--- src/rtl/fsab_queue.sv ---
`timescale 1ns/1ns
`default_nettype none

// Synchronous FIFO that carries any packed payload. DEPTH must be a
// power of two, the pointers carry one extra bit to tell full from empty.
module fsab_queue #(
	parameter type payload_t = logic,
	parameter int  DEPTH     = 4
) (
	input  logic     clk,
	input  logic     rst_b,
	input  logic     push,
	input  payload_t wdata,
	input  logic     pop,
	output payload_t rdata,
	output logic     not_empty
);

	localparam int AW = $clog2(DEPTH);

	payload_t        store [DEPTH];
	logic [AW:0]     wptr;
	logic [AW:0]     rptr;
	logic            full;

	// ----------------------------------------
	// status
	// ----------------------------------------
	assign not_empty = (wptr != rptr);
	assign full      = (wptr[AW-1:0] == rptr[AW-1:0]) && (wptr[AW] != rptr[AW]);

	// ----------------------------------------
	// pointers
	// ----------------------------------------
	always_ff @(posedge clk or negedge rst_b) begin
		if (!rst_b) begin
			wptr <= '0;
			rptr <= '0;
		end else begin
			if (push)
				wptr <= wptr + 1'b1;  // wraps through the extra bit.
			if (pop)
				rptr <= rptr + 1'b1;
		end
	end

	// ----------------------------------------
	// storage and registered head
	// ----------------------------------------
	always_ff @(posedge clk) begin
		if (push)
			store[wptr[AW-1:0]] <= wdata;
		if (pop)
			rdata <= store[rptr[AW-1:0]];  // head is valid the cycle after the pop.
	end

	// the sender must respect credits, so the queue never sees an overflow.
	a_push_full: assert property (@(posedge clk) disable iff (!rst_b)
		!(push && full))
		else $error("fsab_queue: push while full");

	// the consumer only pops what it has seen as present.
	a_pop_empty: assert property (@(posedge clk) disable iff (!rst_b)
		!(pop && !not_empty))
		else $error("fsab_queue: pop while empty");

endmodule

`default_nettype wire

--- config.mk ---
export PLATFORM = sky130hd
export DESIGN_NAME = fsab_queue
export DESIGN_NICKNAME = d
export VERILOG_FILES = /design/src/rtl/fsab_queue.sv
export SDC_FILE = /design/constraint.sdc
export NUM_CORES = 1
export LEC_CHECK = 0
export BUFFER_PORTS_ARGS = -buffer_cell sky130_fd_sc_hd__buf_2
export CORE_AREA = 3 3 40 42
export CTS_CLUSTER_SIZE = 14
export DETAILED_ROUTE_END_ITERATION = 8
export DIE_AREA = 0 0 43 45
export PLACE_DENSITY = 0.66
export SYNTH_ARGS = -nofsm -noshare
export SYNTH_HDL_FRONTEND = slang
export SYNTH_SLANG_ARGS = --single-unit
--- constraint.sdc ---
create_clock -name clk -period 1.5 [get_ports clk]
set_input_delay 0.225 -clock clk [delete_from_list [all_inputs] [get_ports clk]]
set_output_delay 0.225 -clock clk [all_outputs]
set_load 0.005 [all_outputs]
==> implementation parameters <==
Parameter                              Value

Layout
  Layout area overhead    16.7%
  Fillers    129
  Final core utilization    0.462
  # nets final    57
  Proportion of layout cells with a drive suffix above 1    0.239
  Number of antenna diodes    0

STA
  Number of max-slew violations in the final report    0
  Final hold violation count    0
  Total Negative Setup Slacks    0 ns
  Post-route fraction of the period consumed by the critical path    0.887
  Slew @ Worst Pin    0.202 ns
  Final Critical Period    1.33 ns
  Maximum operating frequency    752 MHz
  RSZ-0062 raised after global routing    no
  Final setup vio count    0
  Clock skew    0.000841 ns
  Tightest slew margin relative to the limit    0.865

Logic synthesis
  Complex-gate fraction of the synthesized area    0.00985
  Avg Cell Area, Syn    14.5 sq um
  Post-synth top area share    0.296
  Area leader, netlist    sky130_fd_sc_hd__dfrtp_1
  Async set or reset register ratio after synthesis    0.545
  Share of synthesized cell area in and, or, nand and nor gates    0.0739
  Yosys warns    0
  Biggest area contributors in the synthesized netlist    sky130_fd_sc_hd__dfrtp_1 30%, sky130_fd_sc_hd__edfxtp_1 30%, sky130_fd_sc_hd__ha_1 12%
  XOR/XNOR share of the synthesized area    0.121
  Sequential element share of the synthesized area    0.591
  Most common library cells after synthesis    6 x sky130_fd_sc_hd__dfrtp_1, 5 x sky130_fd_sc_hd__edfxtp_1, 5 x sky130_fd_sc_hd__ha_1
  Combinational family with the most area after synthesis    adder cells
  Leading cell type by number of instances after synthesis    sky130_fd_sc_hd__dfrtp_1
  Syn_nets    45
  Yosys cell types    12
  Mux cell area share after synthesis    0.0665
  Post-synthesis share of cell area spent on full adders, half adders and majority gates    0.123
  Number of synthesized register bits    11
  Synthesized netlist cell count    35
  Number of enable-type register cells in the synthesized netlist    5
  Netlist Area Pre-Place    508 sq um
  Most frequently used flop master after synthesis    sky130_fd_sc_hd__dfrtp_1

Global routing
  Wire length of the first global-routing pass    1280 um
  Pin count of the biggest net entering global routing    8
  Overflow after GRT    0
  Vias in the first global route    345
  Total track usage    0.0975
  Most utilized layer in the global route result    met2
  Antenna violations before repair    0
  Met1 capacity usage during global routing    0.0812
  Global routing usage on met2    0.159
  Routing usage on met3    0.0438

Status
  Outcome    finished clean

Clocking
  CTS tree    done
  Root cell of the clock tree    sky130_fd_sc_hd__clkbuf_4
  Clock latency reported for the late side of the worst-skew pair    0.26 ns
  H-Tree Level Count    1
  Clock transition at path regs    0.07 ns
  Number of clock sinks seen by CTS    11
  Number of post-CTS setup repair buffers    0
  Maximum buffer depth of the clock tree    2
  Clock buffers created by TritonCTS    3

Worst hold path
  Type of the tightest min-delay check    primary input to register

Route
  Count of routing violations after the opening detailed-route iteration    0
  DRC violations left    0
  WL/cell    11.9 um
  Pre-antenna DRT Iters    1
  Routed Wire Length    726 um
  Antenna viol nets, final    0
  Via count    292
  DR vias/cell    4.79

Pwr
  Register share of total power    0.500
  Share of total power in the clock network    0.179
  Worst-case vdd ir drop    0.614 mV
  Pleak    0.257 nW
  Part of the total power dissipated in combinational logic    0.321
  Internal power consumption    0.752 mW
  Net Sw Frac    0.322
  Switching pwr    0.358 mW
  Total power per unit cell area    1870 nW/um^2

Worst setup path
  Critical setup path kind    register to primary output
  Worst Path Max Fanout    4
  Ordered cell list for the critical path    xnor2_1, nand3_1, buf_2
  Critical path launch point type    register
  Slowest library cell on the worst path    sky130_fd_sc_hd__dfrtp_1
  Kind of capture point of the worst setup path    primary output
  Delay contributed by the slowest stage of the critical path    0.44 ns
  WP data arrival    1.11 ns
  Required time reported for the critical path endpoint    1.27 ns
  Buffers & Inverters on Critical Path    1
  Delay-heaviest family, CP    flip-flops

Die
  Initial Utilization    0.395
  Area enclosed by the die boundary    1940 sq um
  Die span in x    43 um
  Area inside the core boundary    1280 sq um
  Top Ports    7
  Die height    45 um
  Number of standard-cell rows in the floorplan    13

Place
  Gp weighted congestion    0.642
  Port Buffers    6

Job
  Number of maximum-capacitance violations    0
[per-stage QoR]
step,cell area [sq um],worst slack [ns],hold slack [ns],instances,power (mW)
floorplan,508,0.330,-0.0706,35,0.805
global placement,557,0.312,0.0514,56,0.894
detailed placement,557,0.292,0.0586,56,0.929
CTS,593,0.137,0.165,61,1.13
global route,593,0.0712,0.149,61,1.22
finish,593,0.169,0.173,61,1.11
[per-layer routing]
| metal | vias to the layer above | share of wire |
|---|---|---|
| met2 | 6 | 0.56 |
| met1 | 144 | 0.37 |
| li1 | 140 | - |
| met3 | 2 | 0.044 |
| met5 | - | 0 |
| met4 | 0 | 0.030 |
[cell type report]
type | count | area [sq um] | share of cell area
Sequential cell | 11 | 300 | 0.506
Multi-Input combinational cell | 22 | 200 | 0.338
Timing Repair Buffer | 7 | 40.0 | 0.0675
Clock buffer | 4 | 26.3 | 0.0443
Tap cell | 15 | 18.8 | 0.0316
Inverter | 2 | 7.51 | 0.0127
[timing repair]
item | 4_1_cts | 5_1_grt
endpoints found under the hold margin | 6 | 0
hold buffers | 1 | 0
gates resized for setup | 0 | 0
[final timing paths]
kind | from | to | slack (ns) | cells after the start
worst max register to register | rptr[0] | rdata | 0.30 | 1
worst max-delay path | rptr[0] | not_empty | 0.17 | 3
max in group asynchronous | rst_b | rptr[1] | 1.05 | 2
min in group asynchronous | rst_b | rptr[0] | 0.31 | 2
worst min register to register | wptr[2] | wptr[2] | 0.49 | 1
worst min-delay path | wdata | store[3] | 0.17 | 1
[flip-flops by register name, indices dropped and copies added, names as in the netlist]
name   cells
wptr       3
store      4
rdata      1
rptr       3
[power groups by stage]
stage,logic [mW],clock network (mW),registers [mW]
2_1_floorplan,0.268,0,0.537
3_3_place_gp,0.338,0,0.556
3_5_place_dp,0.364,0,0.565
4_1_cts,0.369,0.208,0.557
5_1_grt,0.420,0.227,0.572
6_report,0.356,0.199,0.555
[logic make-up after synthesis]
kind of cell    after synthesis
flops                        11
xor+xnor                      7
simple gates                  7
fa+ha+maj                     5
buf+inv                       2
mux                           2
compound gates                1
[layout by cell type (no fill, tap or decap), drive strengths merged]
| cell | netlist | routed |
|---|---|---|
| nand3 | 1 | 1 |
| edfxtp | 5 | 5 |
| ha | 5 | 5 |
| clkbuf | 0 | 4 |
| dfrtp | 6 | 6 |
| dlygate4sd3 | 0 | 1 |
| buf | 0 | 6 |
| mux2 | 1 | 1 |
| o21ai | 1 | 1 |
| and2 | 4 | 4 |
| xor2 | 3 | 3 |
| inv | 2 | 2 |
| nand2 | 2 | 2 |
| mux4 | 1 | 1 |
| xnor2 | 4 | 4 |
Note: power is estimated with default switching activity, not from simulation.
