--- config.mk ---
export PLATFORM = sky130hd
export DESIGN_NAME = fsab_inbound_split
export DESIGN_NICKNAME = d
export VERILOG_FILES = /design/src/rtl/fsab_pkg.sv /design/src/rtl/fsab_inbound_split.sv
export VERILOG_INCLUDE_DIRS = /design/src /design/src/include
export SDC_FILE = /design/constraint.sdc
export NUM_CORES = 1
export LEC_CHECK = 0
export ABC_AREA = 1
export BUFFER_PORTS_ARGS = -buffer_cell sky130_fd_sc_hd__buf_2
export CORE_AREA = 2 2 93 95
export CTS_BUF_LIST = sky130_fd_sc_hd__clkbuf_16
export CTS_CLUSTER_SIZE = 30
export DETAILED_ROUTE_END_ITERATION = 10
export DIE_AREA = 0 0 95 97
export REMOVE_ABC_BUFFERS = 1
export SYNTH_ARGS = -nofsm -noshare
export SYNTH_HDL_FRONTEND = slang
export SYNTH_SLANG_ARGS = --single-unit
--- constraint.sdc ---
create_clock -name clk -period 2.6 [get_ports clk]
set_clock_uncertainty 0.05 [all_clocks]
set_input_delay 0.39 -clock clk [delete_from_list [all_inputs] [get_ports clk]]
set_output_delay 0.39 -clock clk [all_outputs]
set_load 0.005 [all_outputs]
--- src/include/fsab_cfg.svh ---
`ifndef FSAB_CFG_SVH
`define FSAB_CFG_SVH

// ----------------------------------------
// bus geometry
// ----------------------------------------
`define FSAB_DATA_W    64   // one beat is a 64-bit word.
`define FSAB_MASK_W    8    // one enable bit per data byte.
`define FSAB_ADDR_W    32   // byte address.
`define FSAB_DID_W     4    // width of did and of subdid.
`define FSAB_LEN_W     3    // burst length field.

// ----------------------------------------
// flow control and storage
// ----------------------------------------
`define FSAB_LEN_MAX   4    // longest legal burst in beats.
`define FSAB_CREDITS   4    // credits held by the requester after reset.

// storage depth in words. Must be a power of two so word addresses wrap.
`define FSAB_MEM_WORDS 256

`endif
--- src/rtl/fsab_pkg.sv ---
`default_nettype none

`include "fsab_cfg.svh"

package fsab_pkg;

	// ----------------------------------------
	// request kind
	// ----------------------------------------
	typedef enum logic {
		FSAB_READ  = 1'b0,
		FSAB_WRITE = 1'b1
	} fsab_mode_e;

	// ----------------------------------------
	// request header, one per request
	// ----------------------------------------
	typedef struct packed {
		fsab_mode_e              mode;    // read or write.
		logic [`FSAB_DID_W-1:0]  did;     // requesting device.
		logic [`FSAB_DID_W-1:0]  subdid;  // tag inside the device.
		logic [`FSAB_ADDR_W-1:0] addr;    // byte address of beat 0.
		logic [`FSAB_LEN_W-1:0]  len;     // number of beats.
	} fsab_req_t;

	// ----------------------------------------
	// data beat, one per valid cycle
	// ----------------------------------------
	typedef struct packed {
		logic [`FSAB_DATA_W-1:0] data;
		logic [`FSAB_MASK_W-1:0] mask;    // byte enables, bit k covers data[8k+7:8k].
	} fsab_beat_t;

endpackage

`default_nettype wire

--- src/rtl/fsab_inbound_split.sv ---
`timescale 1ns/1ns
`default_nettype none

`include "fsab_cfg.svh"

module fsab_inbound_split (
	input  logic                     clk,
	input  logic                     rst_b,
	input  logic                     valid,
	input  fsab_pkg::fsab_mode_e     mode,
	input  logic [`FSAB_DID_W-1:0]   did,
	input  logic [`FSAB_DID_W-1:0]   subdid,
	input  logic [`FSAB_ADDR_W-1:0]  addr,
	input  logic [`FSAB_LEN_W-1:0]   len,
	input  logic [`FSAB_DATA_W-1:0]  data,
	input  logic [`FSAB_MASK_W-1:0]  mask,
	output logic                     req_push,
	output fsab_pkg::fsab_req_t      req,
	output logic                     beat_push,
	output fsab_pkg::fsab_beat_t     beat
);

	logic [`FSAB_LEN_W-1:0] rem;     // write beats still to come after this cycle.
	logic                   header;

	// a valid cycle with no write beats outstanding opens a new request.
	assign header = valid && (rem == '0);

	// ----------------------------------------
	// burst tracking
	// ----------------------------------------
	always_ff @(posedge clk or negedge rst_b) begin
		if (!rst_b) begin
			rem <= '0;
		end else if (header) begin
			if (mode == fsab_pkg::FSAB_WRITE)
				rem <= len - 1'b1;  // the header already carried beat 0.
		end else if (valid) begin
			rem <= rem - 1'b1;
		end
	end

	// ----------------------------------------
	// queue feeds
	// ----------------------------------------
	assign req_push  = header;
	assign req       = '{mode: mode, did: did, subdid: subdid, addr: addr, len: len};
	assign beat_push = valid;  // reads push a dummy beat as well.
	assign beat      = '{data: data, mask: mask};

	a_len_legal: assert property (@(posedge clk) disable iff (!rst_b)
		header |-> (len != '0) && (len <= `FSAB_LEN_MAX))
		else $error("fsab_inbound_split: illegal burst length %0d", len);

endmodule

`default_nettype wire

==> results of run 1 <==
## worst min-delay path by stage
| stage | slack (ns) | cells after the start | end | from |
|---|---|---|---|---|
| after global routing | 0.45 | 2 | rem[1] | rst_b |
| after floorplan | 0.04 | 0 | rem[0] | rst_b |
| after detailed placement | 0.14 | 1 | rem[2] | rst_b |
| after global placement | 0.15 | 1 | rem[2] | rst_b |
| after CTS | 0.44 | 2 | rem[2] | rst_b |
| final | 0.44 | 2 | rem[2] | rst_b |
## Yosys cell counts
master,n
sky130_fd_sc_hd__buf_4,117
sky130_fd_sc_hd__nand3_1,4
sky130_fd_sc_hd__a31oi_1,1
sky130_fd_sc_hd__nor2_2,1
sky130_fd_sc_hd__o21ai_0,2
sky130_fd_sc_hd__o21bai_1,1
sky130_fd_sc_hd__a21o_2,1
sky130_fd_sc_hd__inv_1,7
sky130_fd_sc_hd__nor2_1,1
sky130_fd_sc_hd__nand2_1,8
sky130_fd_sc_hd__dfrtp_1,3
sky130_fd_sc_hd__ha_1,1
## report_power, final
part	internal [mW]	leakage [nW]	switching, mW
clock network	0.199	0.0423	0.0447
logic	0.0586	0.148	0.0760
registers	0.0712	0.0363	0.0242
total	0.328	0.227	0.145
## critical path, stage by stage, from the launching register on
cell and delay (ns):
sky130_fd_sc_hd__dfrtp_1 0.40, sky130_fd_sc_hd__nor2_2 0.16, sky130_fd_sc_hd__nand3_1 0.11, sky130_fd_sc_hd__inv_1 0.08, sky130_fd_sc_hd__buf_2 0.14
## per-stage QoR
stage / utilization (%) / worst slack [ns]
after floorplan: - / 1.228
after global placement: 4.892 / 1.187
after detailed placement: 4.892 / 1.138
after CTS: 5.984 / 1.030
after global routing: 5.984 / 0.9620
final: 5.984 / 1.042
## cell families after synthesis
family,count (synthesis),share of synthesized area [%]
adders and majority gates,1,1.153
buffers and inverters,124,83.39
and+or+nand+nor,14,5.537
AOI/OAI and AO/OA,5,3.000
DFF,3,6.920
## final cells by class
type | instances | area [um2]
fill | 955 | 7647
tap | 105 | 131.4
multi-input combinational | 20 | 105.1
sequential | 3 | 75.07
clock buffer | 3 | 75.07
timing repair buffer | 13 | 70.07
inverter | 7 | 26.28
clock inverter | 1 | 3.754
## per-layer routing
| layer | GRT usage, % | share of wire, % | vias to the layer above |
|---|---|---|---|
| met5 | 2.976 | 0.23 | - |
| met4 | 9.365 | 4.0 | 2 |
| met3 | 39.10 | 32 | 19 |
| met2 | 52.10 | 59 | 199 |
| met1 | 2.271 | 3.9 | 157 |
| li1 | - | - | 130 |
## repair_timing
action,4_1_cts,5_1_grt
endpoints found under the setup margin,0,0
endpoints found under the hold margin,3,0
hold buffers,1,0
## placed cells by master, fill, tap and decap left out, drive strengths merged
master,instances
buf,12
inv,8
nand2,8
nand3,4
clkbuf,3
dfrtp,3
o21ai,2
nor2,2
a21o,1
a31oi,1
o21bai,1
ha,1
dlygate4sd3,1
==> results.txt, run 1 <==
----------------------------------------------------
[GRT]
  Global-route wire length before repair ... 13.01 mm
  Overall track demand over capacity in global routing ... 25.32%
  Gr ovfl total ... 0
  Via count of the first global-routing pass ... 480
  Pin count of the biggest net entering global routing ... 7
  Number of antenna violations at the first check in global routing ... 0

[Critical path]
  Crit start category ... flop
  Largest fanout on the critical path ... 4
  Setup slack of the most critical reg-to-reg path ... 1.12 ns
  Startpoint of the lowest-slack register-to-register path ... rem[1]
  Number of cells on the worst reg-to-reg path ... 10
  Crit path capture type ... output port
  Crit path required time ... 2.16 ns
  Startpoint-to-endpoint class of the critical path ... reg -> out
  WP data arrival ... 1.12 ns
  Reg-to-reg critical path endpoint ... rem[2]
  Critical path endpoint ... req_push
  Launching element of the worst setup path ... rem[1]

[STA]
  Count of final max-slew check failures ... 0
  Slew @ Worst Pin ... 0.1588 ns
  Min Hold Slack ... 0.4418 ns
  Fin Setup TNS ... 0 ns
  Unrepaired setup endpoints after global routing ... no
  Slew margin rel. ... 89.30%
  Hold violation total from the final report ... 0
  Final cycle utilization of the critical path ... 59.93%
  Time the final worst path needs with I/O delays and setup ... 1.558 ns
  Endpoints failing setup ... 0
  Upper clock frequency limit ... 641.8 MHz

[Place]
  DPL Wire Length ... 11.72 mm
  Port Buffer Count ... 12
  Post-Place Cells ... 147
  Cell area after placement ... 397.9 um2
  Global placement routability congestion ... 0.8595

[Synthesis]
  Seq/Total Area, Yosys ... 6.920%
  Per-instance average area after synthesis ... 7.380 um2
  Number of distinct library cells after synthesis ... 12
  Portion of synthesized cell area occupied by the leading cell type ... 80.97%
  Post-synthesis instance area ... 0.001085 mm2
  Cells after Synth ... 147
  Ranking of synthesized cells by area ... sky130_fd_sc_hd__buf_4, sky130_fd_sc_hd__dfrtp_1, sky130_fd_sc_hd__nand2_1
  Ys Warns ... 0
  Library cell with the largest summed area after synthesis ... sky130_fd_sc_hd__buf_4
  #FFs+latches synth ... 3

[Detailed routing]
  Average wire length per cell after detail routing ... 78.80 um
  Number of iterations in the first detailed-routing pass ... 4
  Post-Route WL ... 11.98 mm
  Antenna-violating nets left ... 0
  Detailed-route via count ... 507
  Initial detailed-routing violation count ... 31
  Via density per instance ... 3.336
  Number of remaining DRC errors ... 0

[Floorplanning]
  Floorplan die height ... 97 um
  Die span in x ... 95 um
  Initial standard-cell utilization of the core ... 13.34%
  Core ar. ... 0.008134 mm2
  Number of top-level design ports ... 237
  Site Rows ... 33
  Die Footprint ... 0.009215 mm2

[Pwr]
  Total power draw ... 0.4732 mW
  Reported leakage power ... 0.2270 nW
  Power density over the cells ... 972.3 mW/mm2
  IR Drop Worst-Case VDD ... 0.4188 mV

[Run]
  Number of max-capacitance violations reported ... 0

[CTS]
  Buffer depth of the longest clock path ... 2
  Clk sinks ... 3
  Clock root cell ... sky130_fd_sc_hd__clkbuf_16
  Insertion delay of the later-clocked pin in the worst-skew pair ... 0.23 ns
  Total setup buffers inserted after CTS ... 0
  Htree depth ... 1
  Number of cells upsized or downsized after cts ... 0
  Number of buffers created by CTS ... 3
  Clock Pin Slew Worst Setup and Hold Paths ... 0.03 ns
  TritonCTS clock tree ... built

[Layout]
  Cell area after layout ... 486.7 um2
  Fraction of final layout cells sized beyond drive strength 1 ... 36.17%
  Reg with most FFs ... rem
  Area growth from synthesis to final layout ... -55.13%
  Antenna diode instance count ... 0
  Largest register FFs ... 3
  Number of nets in the final layout ... 168
  Count of placed standard cells in the final layout, fillers left out ... 152
  Regs by FF count ... rem: 3 flops

[Run status]
  Outcome ... finished, final reports clean

[Hold path]
  Worst min path class ... in -> async

----------------------------------------------------
(Power assumes the default switching activity.)
==> inputs of run 2 (changes only) <==
Settings changed: CORE_AREA 2 2 93 95 to 2 2 91 93, DIE_AREA 0 0 95 97 to 0 0 93 95.
Clock period 2.6 ns to 1.5 ns, I/O delays scaled along.
==> run 2 against run 1 <==
  * Sequential share of layout area fell by 0.93 points
  * Flip-flop and latch count did not move
  * Global-route usage rose by 0.32 points
==> results.txt, run 2 (synthesis results as in run 1) <==
----------------------------------------------------
[Run status]
  Outcome ... finished, final reports clean

[STA]
  Slew margin rel. ... 88.90%
  Slew @ Worst Pin ... 0.1665 ns
  Upper clock frequency limit ... 693.5 MHz
  Count of final max-slew check failures ... 0
  Time the final worst path needs with I/O delays and setup ... 1.442 ns
  Endpoints failing setup ... 0
  Final cycle utilization of the critical path ... 96.13%
  Hold violation total from the final report ... 0

[Place]
  Port Buffer Count ... 12
  Cell area after placement ... 405.4 um2
  Global placement routability congestion ... 0.8387
  DPL Wire Length ... 11.51 mm

[Floorplanning]
  Die Footprint ... 0.008835 mm2
  Number of top-level design ports ... 237
  Site Rows ... 33
  Die span in x ... 93 um
  Initial standard-cell utilization of the core ... 13.68%
  Floorplan die height ... 95 um
  Core ar. ... 0.007928 mm2

[Detailed routing]
  Number of remaining DRC errors ... 0
  Detailed-route via count ... 506
  Initial detailed-routing violation count ... 21
  Average wire length per cell after detail routing ... 76.18 um
  Antenna-violating nets left ... 0
  Post-Route WL ... 11.81 mm
  Number of iterations in the first detailed-routing pass ... 4
  Via density per instance ... 3.265

[GRT]
  Via count of the first global-routing pass ... 459
  Global-route wire length before repair ... 12.63 mm
  Overall track demand over capacity in global routing ... 25.64%
  Gr ovfl total ... 0
  Number of antenna violations at the first check in global routing ... 0
  GRT Max-Usage Layer ... met2
  Met2 usage in global routing ... 57.37%
  Met3 Use GR ... 38.07%
  Met1 GRT Util ... 2.439%
  Pin count of the biggest net entering global routing ... 7

[Pwr]
  Reported leakage power ... 0.2448 nW
  Total power draw ... 0.9180 mW
  IR Drop Worst-Case VDD ... 0.7797 mV
  Power density over the cells ... 1772 mW/mm2

[Layout]
  Reg area ... 75.07 um2
  Total of fill cells in the finished design ... 949
  Most frequent cells in the layout ... sky130_fd_sc_hd__buf_2, sky130_fd_sc_hd__inv_1, sky130_fd_sc_hd__nand2_1
  Largest register FFs ... 3
  Most frequent standard cell in the layout excluding fill and tap cells ... sky130_fd_sc_hd__buf_2
  Area of the multi-input gates ... 113.9 um2
  Cell area after layout ... 518.0 um2
  Antenna diode instance count ... 0
  Area growth from synthesis to final layout ... -52.25%
  Regs by FF count ... rem: 3 flops
  Number of nets in the final layout ... 171
  Fraction of final layout cells sized beyond drive strength 1 ... 44.00%
  Reg with most FFs ... rem
  Post-layout util ... 6.534%

[CTS]
  Number of buffers created by CTS ... 3
  Clk sinks ... 3
  Htree depth ... 1
  Insertion delay of the later-clocked pin in the worst-skew pair ... 0.23 ns
  Buffer depth of the longest clock path ... 2
  Clock Pin Slew Worst Setup and Hold Paths ... 0.03 ns
  TritonCTS clock tree ... built
  Clock root cell ... sky130_fd_sc_hd__clkbuf_16

[Run]
  Number of max-capacitance violations reported ... 0

[Critical path]
  Number of cells on the worst reg-to-reg path ... 10
  Crit path required time ... 1.22 ns
  Setup slack of the most critical reg-to-reg path ... 0.08 ns
  Largest fanout on the critical path ... 4
  Highest-delay cell along the critical path ... sky130_fd_sc_hd__dfrtp_1
  Startpoint of the lowest-slack register-to-register path ... rem[1]
  Crit path capture type ... output port
  Crit-path cells ... nor2_2 > nand3_1 > inv_1 > buf_4 > buf_2
  WP data arrival ... 1.17 ns
  Crit start category ... flop
  Reg-to-reg critical path endpoint ... rem[2]
  Longest individual stage delay on the worst path ... 0.41 ns
  Startpoint-to-endpoint class of the critical path ... reg -> out

[Hold path]
  Worst min path class ... in -> async

----------------------------------------------------
==> run 2: final cells by class <==
cell class	instances	share of cell area, %
tap	105	25.36
multi-input combinational	20	21.98
timing repair buffer	16	17.87
sequential	3	14.49
clock buffer	3	14.49
inverter	7	5.072
clock inverter	1	0.7246
==> run 2: timing repair <==
| item | 4_1_cts | 5_1_grt |
|---|---|---|
| hold endpoints to repair | 3 | 0 |
| resized for setup | 1 | 2 |
| setup endpoints to repair | 1 | 3 |
| setup buffers | 0 | 2 |
| pin swaps | 0 | 2 |
| hold buffers | 1 | 0 |
==> run 2: how the worst max path moves through the flow <==
stage | from | endpoint | slack, ns | depth (start not counted)
final | rem[1] | req_push | 0.06 | 5
after global routing | rem[2] | rem[2] | -0.01 | 10
after CTS | rem[1] | req_push | 0.02 | 5
after detailed placement | rem[1] | rem[1] | 0.03 | 7
after global placement | rem[1] | rem[2] | 0.10 | 10
after floorplan | rem[1] | rem[2] | 0.13 | 10
==> run 2: per-stage QoR <==
step	std cells	setup TNS (ns)	hold WS, ns	worst slack (ns)
finish	155	0	0.2728	0.05811
global route	155	-0.01298	0.2929	-0.01001
global placement	148	0	-0.02270	0.1005
floorplan	30	0	-0.1206	0.1283
detailed placement	148	0	-0.01768	0.02502
CTS	153	0	0.2736	0.01880
==> run 2: layer usage <==
layer / up-vias / part of all wire (%)
met1: 166 / 4.3
met4: 0 / 1.7
met2: 196 / 64
met5: - / 0
met3: 10 / 30
li1: 134 / -
==> run 2: critical path, delay by kind of cell, from the launching register on <==
family | cells | cell delay (ns)
simple gates | 2 | 0.22
buf+inv | 3 | 0.30
flops | 1 | 0.41
==> run 2: report_power, final <==
group / total (mW) / internal [mW] / switching, mW
sequential: 0.166 / 0.123 / 0.0425
combinational: 0.320 / 0.157 / 0.163
clock: 0.432 / 0.345 / 0.0873
==> inputs of run 3 (changes only) <==
--- a/config.mk
+++ b/config.mk
@@ -15,3 +15,2 @@
 export DIE_AREA = 0 0 93 95
-export REMOVE_ABC_BUFFERS = 1
 export SYNTH_ARGS = -nofsm -noshare
==> constraint.sdc (replaced) <==
create_clock -name clk -period 1.5 [get_ports clk]
set_clock_uncertainty 0.05 [all_clocks]
set_input_delay 0.075 -clock clk [delete_from_list [all_inputs] [get_ports clk]]
set_output_delay 0.075 -clock clk [all_outputs]
set_load 0.005 [all_outputs]
==> run 3 against run 2 <==
  * Sequential power decreased by 6%
  * Flip-flop and latch count unchanged
  * Combinational power decreased by 12%
  * Critical path type is now reg -> reg
  * Global-route usage decreased by 21 points
==> results.txt, run 3 (synthesis results as in run 1) <==
----------------------------------------------------
[Run status]
  Outcome ... finished, final reports clean

[Place]
  Port Buffer Count ... 12
  Cell area after placement ... 397.9 um2
  Post-Place Cells ... 147
  Pre-CTS WS ... 0.05476 ns
  Global placement routability congestion ... 0.6349
  DPL Wire Length ... 1.777 mm

[STA]
  Endpoints failing setup ... 0
  Final cycle utilization of the critical path ... 94.80%
  Time the final worst path needs with I/O delays and setup ... 1.422 ns
  Hold violation total from the final report ... 0
  Count of final max-slew check failures ... 0
  Upper clock frequency limit ... 703.3 MHz
  Post-route setup slack ... 0.07803 ns
  Slew @ Worst Pin ... 0.1547 ns
  Min Hold Slack ... 0.1000 ns
  Fin Setup TNS ... 0 ns
  Slew margin rel. ... 89.68%

[Floorplanning]
  Number of top-level design ports ... 237
  Die Footprint ... 0.008835 mm2
  Site Rows ... 33
  Die span in x ... 93 um
  Initial standard-cell utilization of the core ... 13.68%
  Floorplan die height ... 95 um
  Core ar. ... 0.007928 mm2

[Critical path]
  Startpoint-to-endpoint class of the critical path ... reg -> reg
  WP data arrival ... 1.48 ns
  Crit path required time ... 1.55 ns
  Largest fanout on the critical path ... 3
  Crit start category ... flop
  Crit path capture type ... flop

[Pwr]
  Power density over the cells ... 1670 mW/mm2
  Switching Share ... 29.90%
  Internal cell power ... 0.6022 mW
  Comb pwr share ... 32.9%
  Total power draw ... 0.8590 mW
  Reported leakage power ... 0.2345 nW
  Reg power frac ... 18.2%
  IR Drop Worst-Case VDD ... 0.2958 mV
  Net switching power ... 0.2568 mW
  Clock share of power ... 48.9%

[Detailed routing]
  Number of iterations in the first detailed-routing pass ... 4
  Via density per instance ... 2.792
  Number of remaining DRC errors ... 0
  Post-Route WL ... 2.144 mm
  Antenna-violating nets left ... 0
  Detailed-route via count ... 430
  Initial detailed-routing violation count ... 12
  Average wire length per cell after detail routing ... 13.92 um

[Layout]
  Area growth from synthesis to final layout ... -52.60%
  Most frequent cells in the layout ... sky130_fd_sc_hd__buf_2, sky130_fd_sc_hd__nand2_1, sky130_fd_sc_hd__inv_1
  Antenna diode instance count ... 0
  Largest register FFs ... 3
  Regs by FF count ... rem: 3 flops
  Reg with most FFs ... rem
  Cell area after layout ... 514.2 um2
  Most frequent standard cell in the layout excluding fill and tap cells ... sky130_fd_sc_hd__buf_2
  Number of nets in the final layout ... 170
  Post-layout util ... 6.487%
  Count of placed standard cells in the final layout, fillers left out ... 154
  Total of fill cells in the finished design ... 954
  Fraction of final layout cells sized beyond drive strength 1 ... 46.94%

[GRT]
  Number of antenna violations at the first check in global routing ... 0
  Global-route wire length before repair ... 2.594 mm
  Overall track demand over capacity in global routing ... 4.596%
  Via count of the first global-routing pass ... 403
  Pin count of the biggest net entering global routing ... 7
  Gr ovfl total ... 0

[CTS]
  Number of buffers created by CTS ... 3
  Clock Pin Slew Worst Setup and Hold Paths ... 0.03 ns
  TritonCTS clock tree ... built
  Clock root cell ... sky130_fd_sc_hd__clkbuf_16
  Insertion delay of the later-clocked pin in the worst-skew pair ... 0.23 ns
  Clk sinks ... 3
  Buffer depth of the longest clock path ... 2
  Htree depth ... 1

[Synthesis]
  Net count after synthesis ... 267

[Hold path]
  Worst min path class ... in -> out

[Run]
  Number of max-capacitance violations reported ... 0

----------------------------------------------------
-- run 3: final timing paths --
kind | from | to | slack, ns | cells past startpoint
max | rem[2] | rem[1] | 0.08 | 7
min | data[9] | beat[17] | 0.10 | 0
max reg2reg | rem[2] | rem[1] | 0.08 | 7
min reg2reg | rem[0] | rem[0] | 0.46 | 2
max in group asynchronous | rst_b | rem[0] | 1.14 | 2
min in group asynchronous | rst_b | rem[1] | 0.14 | 2
-- run 3: per-layer routing --
| layer | up-vias | track usage [%] | part of all wire, % |
|---|---|---|---|
| met5 | - | 0 | 0 |
| met1 | 149 | 1.435 | 14 |
| met3 | 58 | 6.225 | 27 |
| met4 | 0 | 9.926 | 21 |
| met2 | 89 | 5.193 | 38 |
| li1 | 134 | - | - |
-- run 3: power groups by stage --
| stage | logic, mW | registers [mW] | clock network [mW] |
|---|---|---|---|
| 2_1_floorplan | 0.417 | 0.154 | 0 |
| 3_3_place_gp | 0.217 | 0.159 | 0 |
| 3_5_place_dp | 0.222 | 0.161 | 0 |
| 4_1_cts | 0.225 | 0.160 | 0.423 |
| 5_1_grt | 0.318 | 0.161 | 0.432 |
| 6_report | 0.282 | 0.156 | 0.420 |
-- run 3: final cells by class --
type                       instances  area, um2  share of cell area [%]
inverter                           7      26.28                   5.109
timing repair buffer              15      85.08                   16.55
clock buffer                       3      75.07                   14.60
tap                              105      131.4                   25.55
sequential                         3      75.07                   14.60
clock inverter                     1      3.754                  0.7299
multi-input combinational         20      117.6                   22.87
-- run 3: worst max-delay path: stages (launching register included) --
cell and delay (ns):
sky130_fd_sc_hd__dfrtp_1 0.38, sky130_fd_sc_hd__nor2_2 0.17, sky130_fd_sc_hd__nand3_2 0.12, sky130_fd_sc_hd__inv_2 0.07, sky130_fd_sc_hd__a21o_2 0.10, sky130_fd_sc_hd__inv_1 0.04, sky130_fd_sc_hd__ha_2 0.30, sky130_fd_sc_hd__o21ai_0 0.07
-- run 3: repair_timing --
| action | CTS | global route |
|---|---|---|
| hold buffers | 1 | 0 |
| endpoints found under the hold margin | 3 | 0 |
| setup endpoints to repair | 0 | 2 |
| resized for setup | 0 | 4 |
| setup buffers | 0 | 2 |
